## config.mk

```make
export PLATFORM = sky130hd
export DESIGN_NAME = port_c_top
export DESIGN_NICKNAME = d
export VERILOG_FILES = /design/src/source/port_c_pkg.sv /design/src/source/port_c_cmd_if.sv /design/src/source/port_c_group_if.sv /design/src/source/port_c_command_decode.sv /design/src/source/port_c_handshake_group.sv /design/src/source/port_c_registers.sv /design/src/source/port_c_top.sv
export SDC_FILE = /design/constraint.sdc
export NUM_CORES = 1
export LEC_CHECK = 0
export BUFFER_PORTS_ARGS = -buffer_cell sky130_fd_sc_hd__buf_2
export CAP_MARGIN = 20
export CORE_AREA = 3 3 43 83
export CTS_BUF_LIST = sky130_fd_sc_hd__clkbuf_8
export DETAILED_ROUTE_END_ITERATION = 7
export DIE_AREA = 0 0 46 86
export PLACE_DENSITY = 0.85
export SLEW_MARGIN = 10
export SYNTH_ARGS = -nofsm -noshare
export SYNTH_HDL_FRONTEND = slang
export SYNTH_SLANG_ARGS = --single-unit
```

## constraint.sdc

```tcl
create_clock -name clock -period 1.7 [get_ports clock]
set_clock_uncertainty 0.05 [all_clocks]
set_input_delay 0.255 -clock clock [delete_from_list [all_inputs] [get_ports clock]]
set_output_delay 0.255 -clock clock [all_outputs]
set_load 0.05 [all_outputs]
```

## src/source/port_c_pkg.sv

```systemverilog
/* Port C controller shared definitions: port width, pin roles,
   direction and mode encodings and the decoded command opcodes */
package port_c_pkg;

    localparam int PORT_WIDTH = 8;

    typedef enum logic {
        DIR_OUTPUT = 1'b0,
        DIR_INPUT  = 1'b1
    } dir_t;

    typedef enum logic {
        MODE_0 = 1'b0,
        MODE_1 = 1'b1
    } mode_t;

    // Listed from highest to lowest priority
    typedef enum logic [2:0] {
        CMD_BIT_SET   = 3'd0,
        CMD_WRITE_C   = 3'd1,
        CMD_MODE_A    = 3'd2,
        CMD_MODE_B    = 3'd3,
        CMD_MODE_BOTH = 3'd4,
        CMD_NONE      = 3'd5
    } cmd_op_t;

    // Group B roles, lower half
    localparam logic [2:0] PIN_INTR_B    = 3'd0;
    localparam logic [2:0] PIN_BUF_B     = 3'd1;
    localparam logic [2:0] PIN_STB_ACK_B = 3'd2;

    // Group A roles, pin 3 and the upper half
    localparam logic [2:0] PIN_INTR_A    = 3'd3;
    localparam logic [2:0] PIN_STB_A     = 3'd4;
    localparam logic [2:0] PIN_IBF_A     = 3'd5;
    localparam logic [2:0] PIN_ACK_A     = 3'd6;
    localparam logic [2:0] PIN_OBF_A     = 3'd7;

endpackage

```

## src/source/port_c_cmd_if.sv

```systemverilog
/* Decoded port C command, valid in the cycle its opcode is not CMD_NONE */
`timescale 1ns/1ps

interface port_c_cmd_if import port_c_pkg::*; ();

    cmd_op_t                 op;
    logic [2:0]              bit_index;
    logic                    bit_value;
    logic [PORT_WIDTH-1:0]   data;
    mode_t                   new_mode_a;
    mode_t                   new_mode_b;
    dir_t                    new_dir_a;
    dir_t                    new_dir_b;

    modport decode (
        output op, bit_index, bit_value, data,
        output new_mode_a, new_mode_b, new_dir_a, new_dir_b
    );

    modport registers (
        input op, bit_index, bit_value, data,
        input new_mode_a, new_mode_b, new_dir_a, new_dir_b
    );

endinterface

```

## src/source/port_c_group_if.sv

```systemverilog
/* Link between one handshake group engine and the port C registers */
`timescale 1ns/1ps

interface port_c_group_if ();

    // Pin inputs after direction gating, output pins read as 1
    logic stb_n;
    logic ack_n;
    logic inte;

    // Current status bits held in port C
    logic intr_q;
    logic ibf_q;
    logic obf_n_q;

    // Next status from the engine
    logic intr_next;
    logic ibf_next;
    logic obf_n_next;

    modport engine (
        input  stb_n, ack_n, inte, intr_q, ibf_q, obf_n_q,
        output intr_next, ibf_next, obf_n_next
    );

    modport registers (
        output stb_n, ack_n, inte, intr_q, ibf_q, obf_n_q,
        input  intr_next, ibf_next, obf_n_next
    );

endinterface

```

## src/source/port_c_command_decode.sv

```systemverilog
/* Port C command decode: bus strobes to one prioritized command,
   plus begin and end events of the port A and port B reads */
`timescale 1ns/1ps

module port_c_command_decode import port_c_pkg::*; (
    input  logic                    clock,
    input  logic                    reset,
    input  logic [PORT_WIDTH-1:0]   bus_data,
    input  logic                    write_port_c,
    input  logic                    write_port_c_bit_set,
    input  logic                    update_group_a_mode,
    input  logic                    update_group_b_mode,
    input  logic                    read_port_a,
    input  logic                    read_port_b,
    port_c_cmd_if.decode            cmd,
    output logic                    read_begin_a,
    output logic                    read_end_a,
    output logic                    read_begin_b,
    output logic                    read_end_b
);

    logic read_port_a_q;
    logic read_port_b_q;

    always_comb begin
        if (write_port_c_bit_set)
            cmd.op = CMD_BIT_SET;
        else if (write_port_c)
            cmd.op = CMD_WRITE_C;
        else if (update_group_a_mode && update_group_b_mode)
            cmd.op = CMD_MODE_BOTH;
        else if (update_group_a_mode)
            cmd.op = CMD_MODE_A;
        else if (update_group_b_mode)
            cmd.op = CMD_MODE_B;
        else
            cmd.op = CMD_NONE;
    end

    // Bit set/reset byte: index in [3:1], value in [0]
    assign cmd.bit_index  = bus_data[3:1];
    assign cmd.bit_value  = bus_data[0];
    assign cmd.data       = bus_data;

    // Mode byte, bit 6 unused without mode 2
    assign cmd.new_mode_a = mode_t'(bus_data[5]);
    assign cmd.new_dir_a  = dir_t'(bus_data[4]);
    assign cmd.new_mode_b = mode_t'(bus_data[2]);
    assign cmd.new_dir_b  = dir_t'(bus_data[1]);

    always_ff @(posedge clock, posedge reset) begin
        if (reset) begin
            read_port_a_q <= 1'b0;
            read_port_b_q <= 1'b0;
        end else begin
            read_port_a_q <= read_port_a;
            read_port_b_q <= read_port_b;
        end
    end

    assign read_begin_a = read_port_a & ~read_port_a_q;
    assign read_end_a   = ~read_port_a & read_port_a_q;
    assign read_begin_b = read_port_b & ~read_port_b_q;
    assign read_end_b   = ~read_port_b & read_port_b_q;

endmodule

```

## src/source/port_c_handshake_group.sv

```systemverilog
/* Mode 1 handshake engine for one group: next IBF, /OBF and INTR
   from the strobe, acknowledge and read/write events */
`timescale 1ns/1ps

module port_c_handshake_group import port_c_pkg::*; #(
    parameter int STB_PIN      = 4,
    parameter int ACK_PIN      = 6,
    parameter int IBF_PIN      = 5,
    parameter int OBF_PIN      = 7,
    parameter int INTR_PIN     = 3,
    parameter int INTE_IN_PIN  = 4,
    parameter int INTE_OUT_PIN = 6
) (
    input  dir_t                port_dir,
    input  logic                write_port,
    input  logic                read_begin,
    input  logic                read_end,
    port_c_group_if.engine      grp,
    output logic                strobe
);

    logic ibf_next;
    logic obf_n_next;
    logic intr_next;

    // Pin map sanity, INTR needs a pin of its own
    if (INTR_PIN == STB_PIN || INTR_PIN == ACK_PIN ||
        INTR_PIN == IBF_PIN || INTR_PIN == OBF_PIN) begin : g_intr_pin_check
        $error("INTR pin %0d overlaps a handshake pin", INTR_PIN);
    end

    // INTE lives on the strobe pin for input, the acknowledge pin for output
    if (INTE_IN_PIN != STB_PIN || INTE_OUT_PIN != ACK_PIN) begin : g_inte_pin_check
        $error("INTE pins %0d/%0d do not match STB/ACK", INTE_IN_PIN, INTE_OUT_PIN);
    end

    // Input buffer full
    always_comb begin
        ibf_next = grp.ibf_q;
        if (!grp.stb_n)
            ibf_next = 1'b1;
        if (read_end)
            ibf_next = 1'b0;
    end

    // Output buffer full, active low
    always_comb begin
        obf_n_next = grp.obf_n_q;
        if (write_port)
            obf_n_next = 1'b0;
        if (!grp.ack_n)
            obf_n_next = 1'b1;
    end

    always_comb begin
        intr_next = grp.intr_q;
        if (port_dir == DIR_INPUT) begin
            if (grp.stb_n && ibf_next)
                intr_next = 1'b1;
            if (read_begin)
                intr_next = 1'b0;
        end else begin
            if (grp.ack_n && obf_n_next)
                intr_next = 1'b1;
            if (write_port)
                intr_next = 1'b0;
        end
        if (!grp.inte)
            intr_next = 1'b0;
    end

    assign grp.ibf_next   = ibf_next;
    assign grp.obf_n_next = obf_n_next;
    assign grp.intr_next  = intr_next;

    assign strobe = ~grp.stb_n;

endmodule

```

## src/source/port_c_registers.sv

```systemverilog
/* Port C output, direction and read-back registers, with command
   priority over mode updates and the mode 1 group status */
`timescale 1ns/1ps

module port_c_registers import port_c_pkg::*; #(
    parameter int A_INTR_PIN    = PIN_INTR_A,
    parameter int A_STB_PIN     = PIN_STB_A,
    parameter int A_IBF_PIN     = PIN_IBF_A,
    parameter int A_ACK_PIN     = PIN_ACK_A,
    parameter int A_OBF_PIN     = PIN_OBF_A,
    parameter int B_INTR_PIN    = PIN_INTR_B,
    parameter int B_BUF_PIN     = PIN_BUF_B,
    parameter int B_STB_ACK_PIN = PIN_STB_ACK_B
) (
    input  logic                    clock,
    input  logic                    reset,
    port_c_cmd_if.registers         cmd,
    port_c_group_if.registers       group_a,
    port_c_group_if.registers       group_b,
    input  mode_t                   mode_a,
    input  mode_t                   mode_b,
    input  dir_t                    port_a_dir,
    input  dir_t                    port_b_dir,
    input  dir_t                    port_c_upper_dir,
    input  dir_t                    port_c_lower_dir,
    input  logic [PORT_WIDTH-1:0]   port_c_in,
    output logic [PORT_WIDTH-1:0]   port_c_out,
    output logic [PORT_WIDTH-1:0]   port_c_dir,
    output logic [PORT_WIDTH-1:0]   port_c_read
);

    localparam int HALF = PORT_WIDTH / 2;

    // Bits cleared when a group's mode is rewritten
    localparam logic [PORT_WIDTH-1:0] GROUP_A_MASK =
        (PORT_WIDTH'(1) << A_INTR_PIN) | (PORT_WIDTH'(1) << A_STB_PIN) |
        (PORT_WIDTH'(1) << A_IBF_PIN)  | (PORT_WIDTH'(1) << A_ACK_PIN) |
        (PORT_WIDTH'(1) << A_OBF_PIN);
    localparam logic [PORT_WIDTH-1:0] GROUP_B_MASK =
        (PORT_WIDTH'(1) << B_INTR_PIN) | (PORT_WIDTH'(1) << B_BUF_PIN) |
        (PORT_WIDTH'(1) << B_STB_ACK_PIN);

    logic                  update_a;
    logic                  update_b;
    logic [PORT_WIDTH-1:0] out_next;
    logic [PORT_WIDTH-1:0] dir_next;
    logic [PORT_WIDTH-1:0] read_next;

    assign update_a = (cmd.op == CMD_MODE_A) || (cmd.op == CMD_MODE_BOTH);
    assign update_b = (cmd.op == CMD_MODE_B) || (cmd.op == CMD_MODE_BOTH);

    // Handshake inputs, output pins read as inactive
    assign group_a.stb_n = (port_c_dir[A_STB_PIN] == DIR_INPUT) ? port_c_in[A_STB_PIN] : 1'b1;
    assign group_a.ack_n = (port_c_dir[A_ACK_PIN] == DIR_INPUT) ? port_c_in[A_ACK_PIN] : 1'b1;
    assign group_a.inte  = (port_a_dir == DIR_INPUT) ? port_c_out[A_STB_PIN]
                                                     : port_c_out[A_ACK_PIN];
    assign group_a.intr_q  = port_c_out[A_INTR_PIN];
    assign group_a.ibf_q   = port_c_out[A_IBF_PIN];
    assign group_a.obf_n_q = port_c_out[A_OBF_PIN];

    // Group B shares one pin for STB/ACK and one for IBF/OBF
    assign group_b.stb_n = (port_c_dir[B_STB_ACK_PIN] == DIR_INPUT) ?
                           port_c_in[B_STB_ACK_PIN] : 1'b1;
    assign group_b.ack_n   = group_b.stb_n;
    assign group_b.inte    = port_c_out[B_STB_ACK_PIN];
    assign group_b.intr_q  = port_c_out[B_INTR_PIN];
    assign group_b.ibf_q   = port_c_out[B_BUF_PIN];
    assign group_b.obf_n_q = port_c_out[B_BUF_PIN];

    // Lowest priority first, later assignments win
    always_comb begin
        out_next = port_c_out;

        if (mode_a == MODE_1) begin
            out_next[A_INTR_PIN] = group_a.intr_next;
            if (port_a_dir == DIR_INPUT)
                out_next[A_IBF_PIN] = group_a.ibf_next;
            else
                out_next[A_OBF_PIN] = group_a.obf_n_next;
        end
        if (mode_b == MODE_1) begin
            out_next[B_INTR_PIN] = group_b.intr_next;
            out_next[B_BUF_PIN]  = (port_b_dir == DIR_INPUT) ? group_b.ibf_next
                                                             : group_b.obf_n_next;
        end

        if (update_a) begin
            out_next = out_next & ~GROUP_A_MASK;
            if (cmd.new_mode_a == MODE_1 && cmd.new_dir_a == DIR_OUTPUT)
                out_next[A_OBF_PIN] = 1'b1;
        end
        if (update_b) begin
            out_next = out_next & ~GROUP_B_MASK;
            if (cmd.new_mode_b == MODE_1 && cmd.new_dir_b == DIR_OUTPUT)
                out_next[B_BUF_PIN] = 1'b1;
        end

        if (cmd.op == CMD_WRITE_C)
            out_next = cmd.data;
        if (cmd.op == CMD_BIT_SET)
            out_next[cmd.bit_index] = cmd.bit_value;
    end

    // Direction per pin from the group modes
    always_comb begin
        dir_next = {PORT_WIDTH{DIR_INPUT}};

        if (port_c_lower_dir == DIR_OUTPUT)
            dir_next[HALF-1:0] = {HALF{DIR_OUTPUT}};
        if (mode_b == MODE_1) begin
            dir_next[B_INTR_PIN]    = DIR_OUTPUT;
            dir_next[B_BUF_PIN]     = DIR_OUTPUT;
            dir_next[B_STB_ACK_PIN] = DIR_INPUT;
        end

        if (port_c_upper_dir == DIR_OUTPUT)
            dir_next[PORT_WIDTH-1:HALF] = {HALF{DIR_OUTPUT}};
        if (mode_a == MODE_1) begin
            dir_next[A_INTR_PIN] = DIR_OUTPUT;
            if (port_a_dir == DIR_INPUT) begin
                dir_next[A_STB_PIN] = DIR_INPUT;
                dir_next[A_IBF_PIN] = DIR_OUTPUT;
            end else begin
                dir_next[A_ACK_PIN] = DIR_INPUT;
                dir_next[A_OBF_PIN] = DIR_OUTPUT;
            end
        end
    end

    always_comb begin
        for (int i = 0; i < PORT_WIDTH; i++)
            read_next[i] = (port_c_dir[i] == DIR_OUTPUT) ? port_c_out[i] : port_c_in[i];
    end

    always_ff @(posedge clock, posedge reset) begin
        if (reset) begin
            port_c_out  <= '0;
            port_c_dir  <= {PORT_WIDTH{DIR_INPUT}};
            port_c_read <= '0;
        end else begin
            port_c_out  <= out_next;
            port_c_dir  <= dir_next;
            port_c_read <= read_next;
            // Half being reconfigured reads as zero
            if (update_a)
                port_c_read[PORT_WIDTH-1:HALF] <= '0;
            if (update_b)
                port_c_read[HALF-1:0] <= '0;
        end
    end

endmodule

```

## src/source/port_c_top.sv

```systemverilog
/* 8255-style port C controller: mode 0 I/O and the mode 1
   handshake lines for groups A and B */
`timescale 1ns/1ps

module port_c_top import port_c_pkg::*; (
    input  logic                    clock,
    input  logic                    reset,
    input  logic [PORT_WIDTH-1:0]   bus_data,
    input  logic                    write_port_a,
    input  logic                    write_port_b,
    input  logic                    write_port_c,
    input  logic                    write_port_c_bit_set,
    input  logic                    read_port_a,
    input  logic                    read_port_b,
    input  logic                    update_group_a_mode,
    input  logic                    update_group_b_mode,
    input  logic                    group_a_mode,
    input  logic                    group_b_mode,
    input  logic                    port_a_dir,
    input  logic                    port_b_dir,
    input  logic                    port_c_upper_dir,
    input  logic                    port_c_lower_dir,
    input  logic [PORT_WIDTH-1:0]   port_c_in,
    output logic [PORT_WIDTH-1:0]   port_c_out,
    output logic [PORT_WIDTH-1:0]   port_c_dir,
    output logic [PORT_WIDTH-1:0]   port_c_read,
    output logic                    port_a_strobe,
    output logic                    port_b_strobe
);

    logic read_begin_a;
    logic read_end_a;
    logic read_begin_b;
    logic read_end_b;

    port_c_cmd_if   cmd_bus ();
    port_c_group_if group_a_bus ();
    port_c_group_if group_b_bus ();

    port_c_command_decode decode_i (
        .clock                (clock),
        .reset                (reset),
        .bus_data             (bus_data),
        .write_port_c         (write_port_c),
        .write_port_c_bit_set (write_port_c_bit_set),
        .update_group_a_mode  (update_group_a_mode),
        .update_group_b_mode  (update_group_b_mode),
        .read_port_a          (read_port_a),
        .read_port_b          (read_port_b),
        .cmd                  (cmd_bus.decode),
        .read_begin_a         (read_begin_a),
        .read_end_a           (read_end_a),
        .read_begin_b         (read_begin_b),
        .read_end_b           (read_end_b)
    );

    port_c_handshake_group #(
        .STB_PIN      (PIN_STB_A),
        .ACK_PIN      (PIN_ACK_A),
        .IBF_PIN      (PIN_IBF_A),
        .OBF_PIN      (PIN_OBF_A),
        .INTR_PIN     (PIN_INTR_A),
        .INTE_IN_PIN  (PIN_STB_A),
        .INTE_OUT_PIN (PIN_ACK_A)
    ) group_a_i (
        .port_dir   (dir_t'(port_a_dir)),
        .write_port (write_port_a),
        .read_begin (read_begin_a),
        .read_end   (read_end_a),
        .grp        (group_a_bus.engine),
        .strobe     (port_a_strobe)
    );

    // Group B carries STB/ACK and IBF/OBF on shared pins
    port_c_handshake_group #(
        .STB_PIN      (PIN_STB_ACK_B),
        .ACK_PIN      (PIN_STB_ACK_B),
        .IBF_PIN      (PIN_BUF_B),
        .OBF_PIN      (PIN_BUF_B),
        .INTR_PIN     (PIN_INTR_B),
        .INTE_IN_PIN  (PIN_STB_ACK_B),
        .INTE_OUT_PIN (PIN_STB_ACK_B)
    ) group_b_i (
        .port_dir   (dir_t'(port_b_dir)),
        .write_port (write_port_b),
        .read_begin (read_begin_b),
        .read_end   (read_end_b),
        .grp        (group_b_bus.engine),
        .strobe     (port_b_strobe)
    );

    port_c_registers #(
        .A_INTR_PIN    (PIN_INTR_A),
        .A_STB_PIN     (PIN_STB_A),
        .A_IBF_PIN     (PIN_IBF_A),
        .A_ACK_PIN     (PIN_ACK_A),
        .A_OBF_PIN     (PIN_OBF_A),
        .B_INTR_PIN    (PIN_INTR_B),
        .B_BUF_PIN     (PIN_BUF_B),
        .B_STB_ACK_PIN (PIN_STB_ACK_B)
    ) registers_i (
        .clock            (clock),
        .reset            (reset),
        .cmd              (cmd_bus.registers),
        .group_a          (group_a_bus.registers),
        .group_b          (group_b_bus.registers),
        .mode_a           (mode_t'(group_a_mode)),
        .mode_b           (mode_t'(group_b_mode)),
        .port_a_dir       (dir_t'(port_a_dir)),
        .port_b_dir       (dir_t'(port_b_dir)),
        .port_c_upper_dir (dir_t'(port_c_upper_dir)),
        .port_c_lower_dir (dir_t'(port_c_lower_dir)),
        .port_c_in        (port_c_in),
        .port_c_out       (port_c_out),
        .port_c_dir       (port_c_dir),
        .port_c_read      (port_c_read)
    );

endmodule

```

Word level (Yosys, flattened, before mapping). Index checks and enable logic that the tools add are counted.

Flip-flop bits (word level): 26. Bits of input ports: 32. Output and inout port bits: 26.

Order comparisons: 2. Equality and inequality tests: 4. Muxes and demuxes: 61. Bitwise logic cells: 12. Reduce and logical (&&, ||, !) cells: 11.

Operator list (number): 1-bit 2-to-1 mux (41); 8-bit 2-to-1 mux (3); 3-bit 2-to-1 mux (7); 4-bit 2-to-1 mux (4); 8-bit bitwise mux (1); 1-bit logical AND (8); 1-bit NOT (8); 3-bit by 2-bit == test with 1-bit output, second input constant (2); 2-bit 2-to-1 mux (3); 5-bit 2-to-1 mux (1); 1-bit bitwise AND (4); 3-bit by 4-bit less-than comparator with 1-bit output, second input constant (1); 1-bit demux with 3-bit select (1); 3-bit by 1-bit == test with 1-bit output, second input constant (1); 3-bit == test, second input constant (1); 3-bit by 1-bit greater-or-equal comparator with 1-bit output, second input constant (1); 3-bit logical NOT (1); 1-bit logical OR (2).

Longest topological paths before layout. Gate-level depths: netlist of run 1.

Depth in word-level cells: 14. Mapped depth: 5. Mapped depth without buffers: 5.

Cells and area by module. From an unflattened synthesis of run 1, not the netlist that was laid out.

Cells, all modules: 172. Area total of the unflattened synthesis: 1691.6 µm².

By module, submodules not included: port_c_registers (times used 1, cells each 122, area each 1296.2 µm²); port_c_command_decode (times used 1, cells each 28, area each 237.7 µm²); port_c_handshake_group (times used 2, cells each 11, area each 78.8 µm²).

Least setup slack after synthesis of run 1. Ideal clock, no wire load.

Path type: reg-to-reg. From: register registers_i.port_c_dir[4]. To: register registers_i.port_c_out[5]. Arrival: 2.018 ns. Required time: 1.573 ns. Setup slack: -0.445 ns. Stages on the path, launching flop included: 5. Period minus slack after synthesis: 2.145 ns. Path through: dfstp_2 -> nor2b_1 -> a31o_2 -> a32oi_1 -> a21oi_1.

Cells in the longest elaborated chain, start to end: 9.

Ends and longest elaborated chain: start: declaration (line port_c_registers.sv:28) `output logic [PORT_WIDTH-1:0] port_c_dir,`; start signal: assignment (line port_c_registers.sv:138) `port_c_dir <= {PORT_WIDTH{DIR_INPUT}};`; start signal: assignment (line port_c_registers.sv:142) `port_c_dir <= dir_next;`; 1-bit 2-to-1 mux (*) (line port_c_registers.sv:53) `assign group_a.stb_n = (port_c_dir[A_STB_PIN] == DIR_INPUT) ? port_c_in[A_STB_PIN] : 1'b1;`; 1-bit 2-to-1 mux (*) (line port_c_handshake_group.sv:40) `if (!grp.stb_n)`; 1-bit 2-to-1 mux (*) (line port_c_handshake_group.sv:42) `if (read_end)`; 1-bit 2-to-1 mux (*) (line port_c_registers.sv:76) `if (port_a_dir == DIR_INPUT)`; 1-bit 2-to-1 mux (*) (line port_c_registers.sv:74) `if (mode_a == MODE_1) begin`; 8-bit 2-to-1 mux (*) (line port_c_registers.sv:87) `if (update_a) begin`; 8-bit 2-to-1 mux (*) (line port_c_registers.sv:98) `if (cmd.op == CMD_WRITE_C)`; 8-bit bitwise mux (line port_c_registers.sv:101) `out_next[cmd.bit_index] = cmd.bit_value;`; 8-bit 2-to-1 mux (*) (line port_c_registers.sv:100) `if (cmd.op == CMD_BIT_SET)`; net registers_i.out_next[5] (line port_c_registers.sv:45) `logic [PORT_WIDTH-1:0] out_next;`; end signal: assignment (line port_c_registers.sv:141) `port_c_out <= out_next;`; end: declaration (line port_c_registers.sv:27) `output logic [PORT_WIDTH-1:0] port_c_out,`.

Mark *: on every way through the listed nets, which the timed path passes. The rest lies on a longest branch.

Final worst setup path of run 1.
From: register registers_i.port_c_dir[4]. To: output port_a_strobe.

Cells in the longest elaborated chain, start to end: 2.

Ends and longest elaborated chain: 1-bit 2-to-1 mux (line port_c_registers.sv:53); 1-bit NOT (line port_c_handshake_group.sv:76) `assign strobe = ~grp.stb_n;`; end: declaration (line port_c_top.sv:27) `output logic port_a_strobe,`.

No other way between the ends.

==> impl_metrics.json, run 1 <==
{
  "status": "completed",
  "seq_area_frac_synth_pct": 43.9,
  "place.detailed.instances": 223,
  "synth_enable_flop_cells": 0,
  "first_pass_iters": 4,
  "post_route_cells_drive_above_1_share_pct": 41.9,
  "synthCells": 146,
  "rsz_0062_raised_after_global_routing": "no",
  "leakagePower_uw": 0.000880,
  "swShare_pct": 38.1,
  "antenna_violating_nets_post_route": 0,
  "antenna_found_initial": 0,
  "regToRegStartpoint": "registers_i.port_c_dir[2]",
  "critical_path_arrival_ps": 1250,
  "worst_setup_path_startpoint": "registers_i.port_c_dir[4]",
  "placed_cell_area_um2": 1720,
  "r2r.worst_path.cells": 4,
  "post-synth-top-area-fraction_pct": 31.1,
  "cts_setup_buffers": 0,
  "synth.area.top_cells": "sky130_fd_sc_hd__dfrtp_1, sky130_fd_sc_hd__dfstp_2, sky130_fd_sc_hd__mux2i_1",
  "worstPathRequired_ps": 1390,
  "die_area_um2": 3960,
  "r2r_end": "registers_i.port_c_out[1]",
  "crit_path_end_kind": "output pin",
  "place.detailed.hpwl_mm": 2.56,
  "vias_per_cell": 5.55,
  "synth_async_sr_flop_share_pct": 100,
  "fp.dieW_um": 46,
  "grt.overflow.total": 0,
  "yosys.area.top_type": "sky130_fd_sc_hd__dfrtp_1",
  "cellPowerDensity_nw_per_um2": 916,
  "final-setup-viol-count": 0,
  "finalWeightedCongestion": 0.889,
  "synth_fp_nets": 179,
  "portion_of_total_power_attributed_to_sequential_cells_pct": 43.8,
  "number_of_instances_on_the_worst_hold_path": 1,
  "areaGrowthSynthToFinish_pct": 22.6,
  "post_detailed_route_drc_marker_count": 0,
  "totalWireLength_mm": 3.14,
  "setup.worst_path.start_class": "flip-flop",
  "synth_most_common_cell": "sky130_fd_sc_hd__dfrtp_1",
  "stdcell_area_um2": 1770,
  "maxSlewHeadroom_pct": 79.6,
  "path_clk_slew_ps": 80,
  "drt_iter0_drc": 39,
  "cts.path.max_buffers": 2,
  "port_buffers": 57,
  "crit_path_end": "port_a_strobe",
  "synth_seq_cells": 25,
  "power.combinational.fraction_pct": 35.7,
  "finish.cell_count_without_fillers": 228,
  "max_freq_mhz": 642,
  "synth.lib_cells_used.distinct": 50,
  "synth_area_per_cell_um2": 9.91,
  "yosys_warnings": 0,
  "route.detailed.wl_per_inst_um": 13.8,
  "finalHoldViolations": 0,
  "fin_nets": 232,
  "cts_buffers": 3,
  "largest_net_degree_at_the_start_of_global_routing": 26,
  "tightestPinTransition_ps": 304,
  "synth_top_flop_cell": "sky130_fd_sc_hd__dfrtp_1",
  "fp.coreArea_um2": 3010,
  "hold_path_class": "in -> reg",
  "finalWorstSetupSlack_ps": 142,
  "route.vias.total": 1265,
  "slew_violations": 0,
  "dp_slack_ps": -24.8,
  "clock_power_share_pct": 20.5,
  "max_cap_violations": 0,
  "final_period_minus_worst_setup_slack_ps": 1560,
  "reg2reg_setup_slack_ps": 300,
  "grtUsageTotal_pct": 16.8,
  "fin_total_pwr_uw": 1620,
  "n_antenna_cell": 0,
  "vdd.ir_drop.worst_mv": 0.477,
  "cts_tree": "yes",
  "vias_in_the_first_global_route": 1224,
  "synth.top_cells.by_count": "sky130_fd_sc_hd__dfrtp_1, sky130_fd_sc_hd__nor2_1",
  "h-tree-depth": 1,
  "library_cell_used_as_clock_root_buffer": "sky130_fd_sc_hd__clkbuf_8",
  "path_class": "reg -> out",
  "floorplan.rows": 28,
  "clock_sink_count": 25,
  "period_share_pct": 91.7,
  "syn_area_um2": 1450,
  "fp.dieH_um": 86,
  "initial_core_util_pct": 48.0,
  "io-pin-count": 58,
  "clk-insertion-delay-late_ps": 260,
  "critPathMaxFanout": 4,
  "grt_first_pass_wirelength_mm": 5.13,
  "cell_internal_pwr_uw": 1010,
  "net-switching-power_uw": 619
}
==> cell usage in the layout, fill, tap and decap left out, types with 3 or more instances in the layout <==
master,Yosys,routed
sky130_fd_sc_hd__nor2b_1,8,7
sky130_fd_sc_hd__nand2_1,8,8
sky130_fd_sc_hd__nand3_1,3,3
sky130_fd_sc_hd__dfstp_2,7,7
sky130_fd_sc_hd__inv_1,7,7
sky130_fd_sc_hd__nor2_1,14,14
sky130_fd_sc_hd__buf_4,8,3
sky130_fd_sc_hd__buf_2,5,57
sky130_fd_sc_hd__mux2i_1,8,8
sky130_fd_sc_hd__nand2b_1,3,3
sky130_fd_sc_hd__nor3_1,6,6
sky130_fd_sc_hd__a31oi_1,4,4
sky130_fd_sc_hd__clkbuf_8,0,3
sky130_fd_sc_hd__a21oi_1,6,6
sky130_fd_sc_hd__dfrtp_1,18,18
==> critical path: stages (launching register included) <==
cell	delay, ps
sky130_fd_sc_hd__dfstp_2	550
sky130_fd_sc_hd__nor2b_4	170
sky130_fd_sc_hd__buf_2	280
==> worst min path at each step <==
stage,from,to,slack [ps]
CTS,read_port_a,decode_i.read_port_a_q,80
finish,read_port_a,decode_i.read_port_a_q,80
floorplan,reset,decode_i.read_port_a_q,230
global route,read_port_b,decode_i.read_port_b_q,80
global placement,reset,registers_i.port_c_read[0],260
detailed placement,reset,registers_i.port_c_read[0],260
==> stage by stage <==
stage          TNS [ps]  hold slack [ps]  util [%]
6_report              0             85.0      58.8
5_1_grt               0             75.6      58.8
4_1_cts               0             82.7      58.8
3_5_place_dp      -34.5              256      57.0
3_3_place_gp          0              261      57.0
2_1_floorplan         0              227         -
==> repair_timing <==
item	CTS	global route
resized for setup	0	0
hold buffers	1	0
hold endpoints to repair	18	0
==> per-layer routing <==
layer | track usage [%] | wire length [µm] | vias up
li1 | - | - | 621
met1 | 16.7 | 1070 | 600
met2 | 32.0 | 1850 | 38
met3 | 2.31 | 169 | 6
met4 | 5.96 | 43 | 0
met5 | 0 | 0 | -
==> kinds of logic after synthesis <==
kind of cell    synth area share, %
simple gates                   24.0
compound gates                 17.5
flops                          43.9
buf+inv                        7.70
mux                            5.54
xor+xnor                      0.606
fa+ha+maj                     0.865
==> state kept, by name, indices dropped and copies added, names as in the netlist <==
name,flops
registers_i.port_c_out,8
decode_i.read_port_a_q,1
registers_i.port_c_read,8
registers_i.port_c_dir,7
decode_i.read_port_b_q,1
==> power groups by stage <==
stage / Sequential, µW / Clock, µW / Combinational, µW
finish: 711 / 333 / 581
global route: 721 / 360 / 622
global placement: 722 / 0 / 574
detailed placement: 722 / 0 / 581
floorplan: 868 / 0 / 313
CTS: 711 / 340 / 585
==> layout make-up <==
cell class	instances	area [µm²]
flip-flops and latches	25	634
clock inverters	1	5.00
clock buffers	3	41.3
inverters	7	26.3
well taps	30	37.5
fillers	280	1240
repair buffers	61	318
multi-input cells	101	711
(Power assumes the default switching activity.)
==> run 2, diff against run 1 <==
Settings changed: CORE_AREA 3 3 43 83 to 2 2 42 82, CTS_BUF_LIST sky130_fd_sc_hd__clkbuf_8 to sky130_fd_sc_hd__clkbuf_4, DIE_AREA 0 0 46 86 to 0 0 44 84.
==> impl_metrics.json, run 2 (synthesis results as in run 1) <==
{
  "status": "completed",
  "cellPowerDensity_nw_per_um2": 881,
  "totalWireLength_mm": 3.05,
  "antenna_violating_nets_post_route": 0,
  "n_antenna_cell": 0,
  "fill_cells": 297,
  "rsz_0062_raised_after_global_routing": "no",
  "maxSlewHeadroom_pct": 78.7,
  "h-tree-depth": 1,
  "initial_core_util_pct": 46.4,
  "slew_violations": 0,
  "path_clk_slew_ps": 130,
  "route.detailed.wl_per_inst_um": 13.3,
  "route.vias.total": 1261,
  "place.detailed.hpwl_mm": 2.45,
  "finalWeightedCongestion": 0.861,
  "grt_first_pass_wirelength_mm": 4.89,
  "largest_registers": "registers_i.port_c_out x8, registers_i.port_c_read x8, registers_i.port_c_dir x7",
  "worstPathRequired_ps": 1390,
  "fp.dieH_um": 84,
  "path_class": "reg -> out",
  "vias_per_cell": 5.51,
  "die_area_um2": 3700,
  "first_pass_iters": 4,
  "final_period_minus_worst_setup_slack_ps": 1630,
  "setup.worst_path.start_class": "flip-flop",
  "vias_in_the_first_global_route": 1194,
  "fp.dieW_um": 44,
  "max_freq_mhz": 615,
  "critPathMaxFanout": 4,
  "setup_tns_ps": 0,
  "fp.coreArea_um2": 3120,
  "max_cap_violations": 0,
  "io-pin-count": 58,
  "floorplan.rows": 29,
  "hold_path_class": "in -> reg",
  "finalHoldViolations": 0,
  "finalWorstSetupSlack_ps": 73.8,
  "library_cell_used_as_clock_root_buffer": "sky130_fd_sc_hd__clkbuf_4",
  "clock_sink_count": 25,
  "area_of_combinational_cells_with_multiple_inputs_um2": 711,
  "critical_path_arrival_ps": 1320,
  "period_share_pct": 95.7,
  "areaGrowthSynthToFinish_pct": 21.4,
  "fin_nets": 232,
  "tightestPinTransition_ps": 315,
  "crit_path_end_kind": "output pin",
  "antenna_found_initial": 0,
  "cts_tree": "yes",
  "final_common_cell": "sky130_fd_sc_hd__buf_2",
  "post_detailed_route_drc_marker_count": 0,
  "grt.overflow.total": 0,
  "layout.area.seq_um2": 634,
  "post_route_cells_drive_above_1_share_pct": 41.9,
  "vdd.ir_drop.worst_mv": 0.385,
  "dp_slack_ps": -33.0,
  "cts.path.max_buffers": 2,
  "layout_common_cells": "sky130_fd_sc_hd__buf_2, sky130_fd_sc_hd__dfrtp_1, sky130_fd_sc_hd__nor2_1",
  "stdcell_area_um2": 1760,
  "port_buffers": 57,
  "drt_iter0_drc": 51,
  "cts_buffers": 3,
  "final-setup-viol-count": 0,
  "placed_cell_area_um2": 1720,
  "grtUsageTotal_pct": 17.1,
  "largest_net_degree_at_the_start_of_global_routing": 26,
  "leakagePower_uw": 0.000872,
  "clk-insertion-delay-late_ps": 310
}
==> run 2: cell counts in the layout (fill, tap and decap cells not counted) <==
No cell type changed its count.
==> run 2: where the power goes <==
group	switching (µW)	internal [µW]
combinational	405	176
clock	168	87.8
sequential	44.2	666
total	617	930
==> run 2: routing by layer <==
layer | up-vias | wire length [µm] | part of all wire, % | track usage, %
met3 | 6 | 164 | 5.4 | 2.38
met1 | 588 | 1140 | 37 | 16.4
met5 | - | 0 | 0 | 0
met4 | 0 | 55 | 1.8 | 8.54
li1 | 620 | - | - | -
met2 | 47 | 1690 | 55 | 32.4
==> run 2: worst paths after layout <==
kind,endpoint,slack [ps],cells past startpoint,start
max in group asynchronous,registers_i.port_c_dir[2],840,4,reset
min in group asynchronous,registers_i.port_c_out[6],460,4,reset
worst max register to register,registers_i.port_c_out[1],300,4,registers_i.port_c_dir[2]
worst max-delay path,port_a_strobe,70,2,registers_i.port_c_dir[4]
worst min-delay path,decode_i.read_port_a_q,30,1,read_port_a
worst min register to register,registers_i.port_c_read[4],490,2,registers_i.port_c_dir[4]
==> run 2: critical path, stage by stage (launching register included) <==
cell                      delay, ps
sky130_fd_sc_hd__dfstp_2        560
sky130_fd_sc_hd__nor2b_4        170
sky130_fd_sc_hd__buf_2          280
==> run 2: metrics by stage <==
step	utilization (%)	total power (µW)	hold WS, ps	instances
floorplan	-	1180	227	146
global placement	55.1	1290	263	224
detailed placement	55.1	1300	266	224
CTS	56.3	1560	25.3	229
global route	56.3	1620	17.1	229
finish	56.3	1550	32.3	229
==> run 2: layout make-up <==
cell class              count  share of cell area, %
clock buffers               3                   1.28
clock inverters             1                  0.285
inverters                   7                   1.50
multi-input cells         101                   40.5
flip-flops and latches     25                   36.1
well taps                  31                   2.21
repair buffers             61                   18.1
==> run 2: what timing repair did <==
action                    4_1_cts  5_1_grt
hold endpoints to repair       18        0
gates resized for setup         0        0
hold buffers                    1        0
buffers inserted                0        0
